**config.mk**
```make
export PLATFORM = sky130hd
export DESIGN_NAME = tx_shim_top
export DESIGN_NICKNAME = d
export VERILOG_FILES = /design/src/hw/shim_pkg.sv /design/src/hw/req_dispatch.sv /design/src/hw/chan_buffer.sv /design/src/hw/fiu_arbiter.sv /design/src/hw/tx_shim_top.sv
export SDC_FILE = /design/constraint.sdc
export NUM_CORES = 2
export LEC_CHECK = 0
export BUFFER_PORTS_ARGS = -buffer_cell sky130_fd_sc_hd__buf_2
export CAP_MARGIN = 15
export CORE_ASPECT_RATIO = 0.5
export CORE_MARGIN = 3
export CORE_UTILIZATION = 42
export CTS_CLUSTER_SIZE = 30
export DETAILED_ROUTE_END_ITERATION = 8
export PLACE_DENSITY = 0.66
export SLEW_MARGIN = 20
export SYNTH_ARGS = -nofsm -noshare
export SYNTH_HDL_FRONTEND = slang
export SYNTH_SLANG_ARGS = --single-unit
```
**constraint.sdc**
```tcl
create_clock -name afu_clk -period 10.8 [get_ports afu_clk]
set_input_delay 2.7 -clock afu_clk [delete_from_list [all_inputs] [get_ports afu_clk]]
set_output_delay 2.7 -clock afu_clk [all_outputs]
set_load 0.01 [all_outputs]
```
**src/hw/shim_pkg.sv**
```systemverilog
// Shared request word types and lane constants for the TX shim
// Every request word carries its type and line count in the top four bits
// Reads and write beats are two views of one 64-bit word
// Modules import this package inside their bodies
`default_nettype none

package shim_pkg;

    // Word and lane geometry
    localparam int REQ_WORD_WIDTH     = 64;
    localparam int RD_ADDR_WIDTH      = REQ_WORD_WIDTH - 16;
    localparam int WR_DATA_WIDTH      = REQ_WORD_WIDTH - 5;
    localparam int NUM_LANES          = 2;
    localparam int LANE_RD            = 0;
    localparam int LANE_WR            = 1;
    localparam int DEFAULT_LANE_DEPTH = 16;

    // Request type, codes 2 and 3 reserved
    typedef enum logic [1:0]
    {
        REQ_RDLINE = 2'b00,
        REQ_WRLINE = 2'b01
    } t_req_type;

    // Number of lines minus one
    typedef logic [1:0] t_cl_len;

    // Read request header
    typedef struct packed
    {
        t_req_type                req_type;
        t_cl_len                  cl_len;
        logic [11:0]              tag;
        logic [RD_ADDR_WIDTH-1:0] addr;
    } t_rd_hdr;

    // One beat of a write packet
    typedef struct packed
    {
        t_req_type                req_type;
        t_cl_len                  cl_len;
        logic                     sop;
        logic [WR_DATA_WIDTH-1:0] data;
    } t_wr_beat;

    // Type and length sit at the same place in both views
    typedef union packed
    {
        t_rd_hdr  rd;
        t_wr_beat wr;
    } t_req_word;

endpackage

`default_nettype wire

```
**src/hw/req_dispatch.sv**
```systemverilog
// Input stage of the TX shim
// Registers each AFU request word and raises the push of the lane picked by its type
// Reserved types are dropped, and all input is dropped once a lane error is set
`timescale 1ns/1ps
`default_nettype none

module req_dispatch
(
    input  logic                           afu_clk,
    input  logic                           afu_softreset,
    input  logic                           afu_req_valid,
    input  shim_pkg::t_req_word            afu_req_word,
    input  logic                           any_error,
    output logic [shim_pkg::NUM_LANES-1:0] lane_push_valid,
    output shim_pkg::t_req_word            lane_push_word
);

    import shim_pkg::*;

    // Input-side write packet tracking, for protocol checking
    logic    in_open;
    t_cl_len in_rem;

    // Steer by request type
    always_ff @(posedge afu_clk)
    begin
        if (afu_softreset)
        begin
            lane_push_valid <= '0;
        end
        else
        begin
            lane_push_valid <= '0;
            // Nothing gets through after an overflow
            if (afu_req_valid && !any_error)
            begin
                case (afu_req_word.rd.req_type)
                    REQ_RDLINE: lane_push_valid[LANE_RD] <= 1'b1;
                    REQ_WRLINE: lane_push_valid[LANE_WR] <= 1'b1;
                    default:    lane_push_valid <= '0;
                endcase
            end
        end
    end

    // Shared word bus to all lanes
    always_ff @(posedge afu_clk)
    begin
        lane_push_word <= afu_req_word;
    end

    // Count beats still owed by a multi-line write
    always_ff @(posedge afu_clk)
    begin
        if (afu_softreset)
        begin
            in_open <= 1'b0;
            in_rem  <= '0;
        end
        else if (afu_req_valid && (afu_req_word.wr.req_type == REQ_WRLINE))
        begin
            if (in_open)
            begin
                in_rem  <= in_rem - t_cl_len'(1);
                in_open <= (in_rem != t_cl_len'(1));
            end
            else
            begin
                in_open <= afu_req_word.wr.sop && (afu_req_word.wr.cl_len != '0);
                in_rem  <= afu_req_word.wr.cl_len;
            end
        end
    end

    // Continuation beats only inside an open packet
    wr_beat_in_packet: assert property (@(posedge afu_clk) disable iff (afu_softreset)
        (afu_req_valid && (afu_req_word.wr.req_type == REQ_WRLINE) && !afu_req_word.wr.sop)
        |-> in_open);

endmodule

`default_nettype wire

```
**src/hw/chan_buffer.sv**
```systemverilog
// One lane buffer of the TX shim
// Circular buffer of LANE_DEPTH request words with its head word shown to the arbiter
// Returns one AFU credit in the cycle after each pop
// A push into a full buffer is dropped and raises a sticky overflow error
`timescale 1ns/1ps
`default_nettype none

module chan_buffer
#(
    parameter int LANE_DEPTH = shim_pkg::DEFAULT_LANE_DEPTH
)
(
    input  logic                afu_clk,
    input  logic                afu_softreset,
    input  logic                push_valid,
    input  shim_pkg::t_req_word push_word,
    input  logic                pop,
    output logic                ready,
    output shim_pkg::t_req_word head,
    output logic                credit_return,
    output logic                overflow_error
);

    import shim_pkg::*;

    localparam int PTR_W = $clog2(LANE_DEPTH);
    localparam int CNT_W = PTR_W + 1;

    // Storage and pointers
    t_req_word        mem [LANE_DEPTH];
    logic [PTR_W-1:0] wr_ptr;
    logic [PTR_W-1:0] rd_ptr;
    logic [CNT_W-1:0] fill_cnt;
    logic             full;
    logic             push_ok;

    assign full = (fill_cnt == CNT_W'(LANE_DEPTH));

    // A pop in the same cycle frees the slot
    assign push_ok = push_valid && (!full || pop);

    assign ready = (fill_cnt != '0);
    assign head  = mem[rd_ptr];

    // Word storage
    always_ff @(posedge afu_clk)
    begin
        if (push_ok)
        begin
            mem[wr_ptr] <= push_word;
        end
    end

    // Pointers wrap on their own since depth is a power of two
    always_ff @(posedge afu_clk)
    begin
        if (afu_softreset)
        begin
            wr_ptr   <= '0;
            rd_ptr   <= '0;
            fill_cnt <= '0;
        end
        else
        begin
            if (push_ok)
            begin
                wr_ptr <= wr_ptr + PTR_W'(1);
            end
            if (pop)
            begin
                rd_ptr <= rd_ptr + PTR_W'(1);
            end
            case ({push_ok, pop})
                2'b10:   fill_cnt <= fill_cnt + CNT_W'(1);
                2'b01:   fill_cnt <= fill_cnt - CNT_W'(1);
                default: fill_cnt <= fill_cnt;
            endcase
        end
    end

    // Credit back to the AFU, lines up with fiu_valid for the popped word
    always_ff @(posedge afu_clk)
    begin
        if (afu_softreset)
        begin
            credit_return <= 1'b0;
        end
        else
        begin
            credit_return <= pop;
        end
    end

    // Overflow stays set until reset
    always_ff @(posedge afu_clk)
    begin
        if (afu_softreset)
        begin
            overflow_error <= 1'b0;
        end
        else
        begin
            overflow_error <= overflow_error || (push_valid && !push_ok);
        end
    end

    // Arbiter only pops a lane holding a word
    pop_needs_word: assert property (@(posedge afu_clk) disable iff (afu_softreset)
        pop |-> ready);

    // Pointer wrap relies on this
    depth_pow2: assert property (@(posedge afu_clk)
        ((LANE_DEPTH & (LANE_DEPTH - 1)) == 0) && (LANE_DEPTH >= 4));

endmodule

`default_nettype wire

```
**src/hw/fiu_arbiter.sv**
```systemverilog
// Output stage of the TX shim
// Picks a ready lane round-robin and registers its head word toward the FIU
// New packets wait while the FIU is almost full, but an open write packet
// runs to its last beat
// Any lane error stops all traffic until reset
`timescale 1ns/1ps
`default_nettype none

module fiu_arbiter
(
    input  logic                           afu_clk,
    input  logic                           afu_softreset,
    input  logic [shim_pkg::NUM_LANES-1:0] lane_ready,
    input  shim_pkg::t_req_word            lane_head [shim_pkg::NUM_LANES],
    input  logic [shim_pkg::NUM_LANES-1:0] lane_error,
    input  logic                           fiu_almfull,
    output logic [shim_pkg::NUM_LANES-1:0] lane_pop,
    output logic                           fiu_valid,
    output shim_pkg::t_req_word            fiu_word
);

    import shim_pkg::*;

    localparam int LANE_W = $clog2(NUM_LANES);

    logic              any_error;
    logic [LANE_W-1:0] rr_last;
    logic [LANE_W-1:0] rr_cand;
    logic [LANE_W-1:0] grant_idx;
    logic              wr_open;
    t_cl_len           wr_rem;
    t_wr_beat          wr_head;

    assign any_error = |lane_error;

    // Write lane head seen as a write beat
    assign wr_head = lane_head[LANE_WR].wr;

    // Lane choice for this cycle
    always_comb
    begin
        lane_pop  = '0;
        grant_idx = LANE_W'(LANE_WR);
        rr_cand   = rr_last;
        if (!any_error)
        begin
            if (wr_open)
            begin
                // Stay on the write lane until the packet ends, almost-full or not
                lane_pop[LANE_WR] = lane_ready[LANE_WR];
            end
            else if (!fiu_almfull)
            begin
                // Search starts after the last lane served
                for (int i = 1; i <= NUM_LANES; i++)
                begin
                    rr_cand = LANE_W'((int'(rr_last) + i) % NUM_LANES);
                    if ((lane_pop == '0) && lane_ready[rr_cand])
                    begin
                        lane_pop[rr_cand] = 1'b1;
                        grant_idx         = rr_cand;
                    end
                end
            end
        end
    end

    // Round-robin pointer and output valid
    always_ff @(posedge afu_clk)
    begin
        if (afu_softreset)
        begin
            rr_last   <= '0;
            fiu_valid <= 1'b0;
        end
        else
        begin
            fiu_valid <= |lane_pop;
            if (|lane_pop)
            begin
                rr_last <= grant_idx;
            end
        end
    end

    // Popped head goes straight out
    always_ff @(posedge afu_clk)
    begin
        if (|lane_pop)
        begin
            fiu_word <= lane_head[grant_idx];
        end
    end

    // Remaining beats of the write packet on the wire
    always_ff @(posedge afu_clk)
    begin
        if (afu_softreset)
        begin
            wr_open <= 1'b0;
            wr_rem  <= '0;
        end
        else if (lane_pop[LANE_WR])
        begin
            if (wr_open)
            begin
                wr_rem  <= wr_rem - t_cl_len'(1);
                wr_open <= (wr_rem != t_cl_len'(1));
            end
            else
            begin
                // Multi-line sop opens a packet
                wr_open <= wr_head.sop && (wr_head.cl_len != '0) &&
                           (wr_head.req_type == REQ_WRLINE);
                wr_rem  <= wr_head.cl_len;
            end
        end
    end

    // Nothing leaves once an error has been seen
    no_output_after_error: assert property (@(posedge afu_clk) disable iff (afu_softreset)
        any_error |=> !fiu_valid);

endmodule

`default_nettype wire

```
**src/hw/tx_shim_top.sv**
```systemverilog
// Top level of the TX shim
// AFU request words go through the dispatcher into one buffer per lane,
// and the arbiter drains the lanes toward the FIU
// LANE_DEPTH sets the entries per lane and the AFU's starting credits per lane
`timescale 1ns/1ps
`default_nettype none

module tx_shim_top
#(
    parameter int LANE_DEPTH = shim_pkg::DEFAULT_LANE_DEPTH
)
(
    input  logic                           afu_clk,
    input  logic                           afu_softreset,
    input  logic                           afu_req_valid,
    input  shim_pkg::t_req_word            afu_req_word,
    output logic [shim_pkg::NUM_LANES-1:0] afu_credit_return,
    input  logic                           fiu_almfull,
    output logic                           fiu_valid,
    output shim_pkg::t_req_word            fiu_word,
    output logic [shim_pkg::NUM_LANES-1:0] shim_error
);

    import shim_pkg::*;

    // Dispatcher to lanes
    logic [NUM_LANES-1:0] lane_push_valid;
    t_req_word            lane_push_word;

    // Lanes to arbiter and back
    logic [NUM_LANES-1:0] lane_ready;
    t_req_word            lane_head [NUM_LANES];
    logic [NUM_LANES-1:0] lane_pop;

    req_dispatch dispatch_i
    (
        .afu_clk         (afu_clk),
        .afu_softreset   (afu_softreset),
        .afu_req_valid   (afu_req_valid),
        .afu_req_word    (afu_req_word),
        .any_error       (|shim_error),
        .lane_push_valid (lane_push_valid),
        .lane_push_word  (lane_push_word)
    );

    // One buffer per request type
    generate
        for (genvar g = 0; g < NUM_LANES; g++)
        begin : g_lane
            chan_buffer
            #(
                .LANE_DEPTH (LANE_DEPTH)
            )
            buffer_i
            (
                .afu_clk        (afu_clk),
                .afu_softreset  (afu_softreset),
                .push_valid     (lane_push_valid[g]),
                .push_word      (lane_push_word),
                .pop            (lane_pop[g]),
                .ready          (lane_ready[g]),
                .head           (lane_head[g]),
                .credit_return  (afu_credit_return[g]),
                .overflow_error (shim_error[g])
            );
        end
    endgenerate

    fiu_arbiter arbiter_i
    (
        .afu_clk       (afu_clk),
        .afu_softreset (afu_softreset),
        .lane_ready    (lane_ready),
        .lane_head     (lane_head),
        .lane_error    (shim_error),
        .fiu_almfull   (fiu_almfull),
        .lane_pop      (lane_pop),
        .fiu_valid     (fiu_valid),
        .fiu_word      (fiu_word)
    );

endmodule

`default_nettype wire

```
==> results.toml <==
[setup_path]
cp_max_fo = 39
crit_required_ps = 11240
critical_path_class = "input pin to flop"
start_kind = "input pin"
reg2reg_depth = 6
cp.arrival_ps = 6330
rrSetupSlack_ps = 6300
timing.rr.end = "arbiter_i.fiu_word[40]$_DFFE_PP_"
end_kind = "flop"

[floorplan]
die_height_um = 321
std_cell_rows = 114
ios = 137
dieWidth_um = 636
die_area_mm2 = 0.204
start_util_pct = 42.7
fp.coreArea_mm2 = 0.195

[synthesis]
synth_edf_count = 2112
synth_fp_nets = 3574
synth_top_area_share_pct = 76.1
yosys_warnings = 0
ys_seq_area_share_pct = 78.8
syn_avg_cell_area_um2 = 23.9
synthFlopType = "edfxtp_1"
ys_top_cells_by_count = "edfxtp_1 (2,112), mux4_2 (631), nand2_1 (203), dfxtp_1 (109), clkbuf_1 (72)"
synth_area_mm2 = 0.0833
synth_area_leaders = "edfxtp_1 (76%), mux4_2 (17%), dfxtp_1 (2.6%), nand2_1 (0.91%), buf_6 (0.66%)"
synth_cell_type_count = 54
synth.most_common_cell = "edfxtp_1"
netlist_instances = 3487
async_reset_ff_share_pct = 0
yosysTopAreaCell = "edfxtp_1"
ys_ff_latch = 2221

[power_and_ir_drop]
p_int_uw = 14900
combPwrFrac_pct = 15.2
clkPwrFrac_pct = 34.1
p_sw_share_pct = 24.8
ir_worst_vdd_uv = 162
p_leak_uw = 0.0285
seq_power_share_pct = 50.7
p_per_area_mw_per_mm2 = 213
power_switching_uw = 4930

[drt]
drt_iter0_markers = 4347
drtPass1Iterations = 5
ant_nets = 0
wl_mm = 189
dr_total_vias = 37499
vias_per_cell = 5.77
wl_per_cell_um = 29.0
drc_errors = 0

[clock_network]
cts.clk_slew.worst_paths_ps = 60
postCtsResizedCells = 0
root_buffer = "clkbuf_16"
htree_levels = 4
clk_latency_ps = 820
hold_buffers = 0
cts_buffers = 194
cts_tree = "yes"
post-cts-setup-buffer-count = 0
clockBufferDepth = 3
cts.sinks = 2221

[grt]
grt_pass1_vias = 38914
grt_pass1_wl_mm = 279
antenna_found_initial = 8
grtUsageTotal_pct = 18.7
grt-ovfl-total = 0
grt_max_degree = 137

[placement]
dpl.hpwl_mm = 104
gp_congestion = 0.765
io_buffers = 136
post-place-ws_ps = 4090
place_inst = 6137

[cells_and_area]
layout-area-overhead-vs-synth_pct = 12.1
fin_util_pct = 47.9
final.fill_count = 15511
stdcell_count = 6504
drive_above_1_share_pct = 31.5
fin_nets = 3813

[job]
cap_violations = 0

[min_path]
whs_path_depth = 2
holdCritPathClass = "flop to flop"
min_from = "g_lane[0].buffer_i.rd_ptr[1]$_SDFFE_PP0N_"

[timing]
min_period_over_period_pct = 54.6
slew_viol_final = 0
tightest_slew_ps = 1450
final-setup-viol-count = 0
rsz0062_at_grt = "false"
hold_viol_final = 0
final.setup.tns_ps = 0
finClkSkew_ps = 17.5
timing.slew.headroom_pct = 3.31
fmax_mhz = 170
worst_slack_ps = 4910
fin_crit_ps = 5890

[status]
status = "finished clean"
==> metal layers <==
layer | global-route usage [%] | up-vias | wire (um)
met5 | 0 | - | 13
met4 | 4.77 | 2 | 3940
met3 | 2.92 | 257 | 13200
met2 | 30.5 | 1406 | 92800
met1 | 26.5 | 20570 | 78700
li1 | - | 15264 | -
==> worst max-delay path, cell delays in order <==
cell     delay, ps
buf_2          140
nor4_1         790
a21oi_1        300
nor2_1         360
nand2_1        330
nor2_4         900
buf_4          750
==> area by class of cell <==
cell class                 count  area [um^2]  share of cell area, %
antenna                        1         2.50                0.00268
clock buffer                 263         5360                   5.74
clock inverter               100          840                  0.899
inverter                      15         61.3                 0.0656
multi-input combinational   1080        16800                   18.0
sequential                  2221        65700                   70.3
tap                         2610         3270                   3.50
timing repair buffer         214         1370                   1.47
==> placed cells by master, fill, tap and decap left out, drive strengths merged, types with 4 or more instances in the layout <==
master	Yosys	final
edfxtp	2112	2112
mux4	631	631
clkbuf	72	263
buf	99	214
nand2	204	204
dfxtp	109	109
clkinv	0	76
nor2	63	63
a21oi	25	25
nand3	25	25
nor3	23	23
inv	15	23
ha	17	17
bufinv	0	12
o21ai	11	11
mux2i	10	10
xnor2	8	8
a21o	6	6
nor2b	6	6
xor2	6	6
a22oi	5	5
nand2b	4	4
clkinvlp	0	4
nor4	4	4
==> cell families (layout without fill, tap and decap cells) <==
| kind of cell | count (synthesis) | count (layout) | synth area share (%) |
|---|---|---|---|
| compound gates | 64 | 64 | 0.508 |
| xor+xnor | 14 | 14 | 0.147 |
| fa+ha+maj | 19 | 19 | 0.303 |
| buf+inv | 186 | 592 | 1.34 |
| flops | 2221 | 2221 | 78.8 |
| mux | 643 | 643 | 17.2 |
| other cells | 0 | 1 | 0 |
| simple gates | 340 | 340 | 1.74 |
==> sequential cells by signal, indices dropped and copies added (netlist names), named ones only <==
name and count:
g_lane.buffer_i.rd_ptr 8, g_lane.buffer_i.wr_ptr 8, g_lane.buffer_i.overflow_error 2, g_lane.buffer_i.credit_return 2, arbiter_i.rr_last 1, dispatch_i.lane_push_word 64, arbiter_i.wr_open 1, g_lane.buffer_i.fill_cnt 10
arbiter_i.wr_rem 2, dispatch_i.lane_push_valid 2, g_lane.buffer_i.mem 2048, arbiter_i.fiu_valid 1, arbiter_i.fiu_word 64
==> through the flow <==
step | area [um^2] | total power [uW] | hold WS (ps)
after global routing | 93400 | 20600 | 534
after floorplan | 83300 | 12400 | 460
after detailed placement | 87100 | 13300 | 482
after CTS | 93300 | 20000 | 499
final | 93400 | 19900 | 493
after global placement | 87100 | 13300 | 471
==> power by group through the flow <==
stage / Combinational (uW) / Clock, uW / Sequential, uW
detailed placement: 2990 / 0 / 10300
global placement: 2960 / 0 / 10300
CTS: 3010 / 6910 / 10100
global route: 3230 / 7270 / 10100
finish: 3010 / 6780 / 10100
floorplan: 2240 / 0 / 10100
==> how the worst max path moves through the flow <==
stage | startpoint | end | slack (ps) | depth (start not counted)
final | fiu_almfull | g_lane[0].buffer_i.mem[12][42]$_DFFE_PP_ | 4910 | 7
after global routing | fiu_almfull | g_lane[0].buffer_i.mem[12][42]$_DFFE_PP_ | 4810 | 7
after CTS | fiu_almfull | g_lane[0].buffer_i.mem[12][33]$_DFFE_PP_ | 5000 | 7
after detailed placement | fiu_almfull | g_lane[0].buffer_i.mem[12][26]$_DFFE_PP_ | 4090 | 7
after global placement | fiu_almfull | g_lane[0].buffer_i.mem[12][22]$_DFFE_PP_ | 4180 | 7
after floorplan | fiu_almfull | g_lane[0].buffer_i.mem[0][0]$_DFFE_PP_ | 2130 | 5
Note: power is estimated with default switching activity, not from simulation.
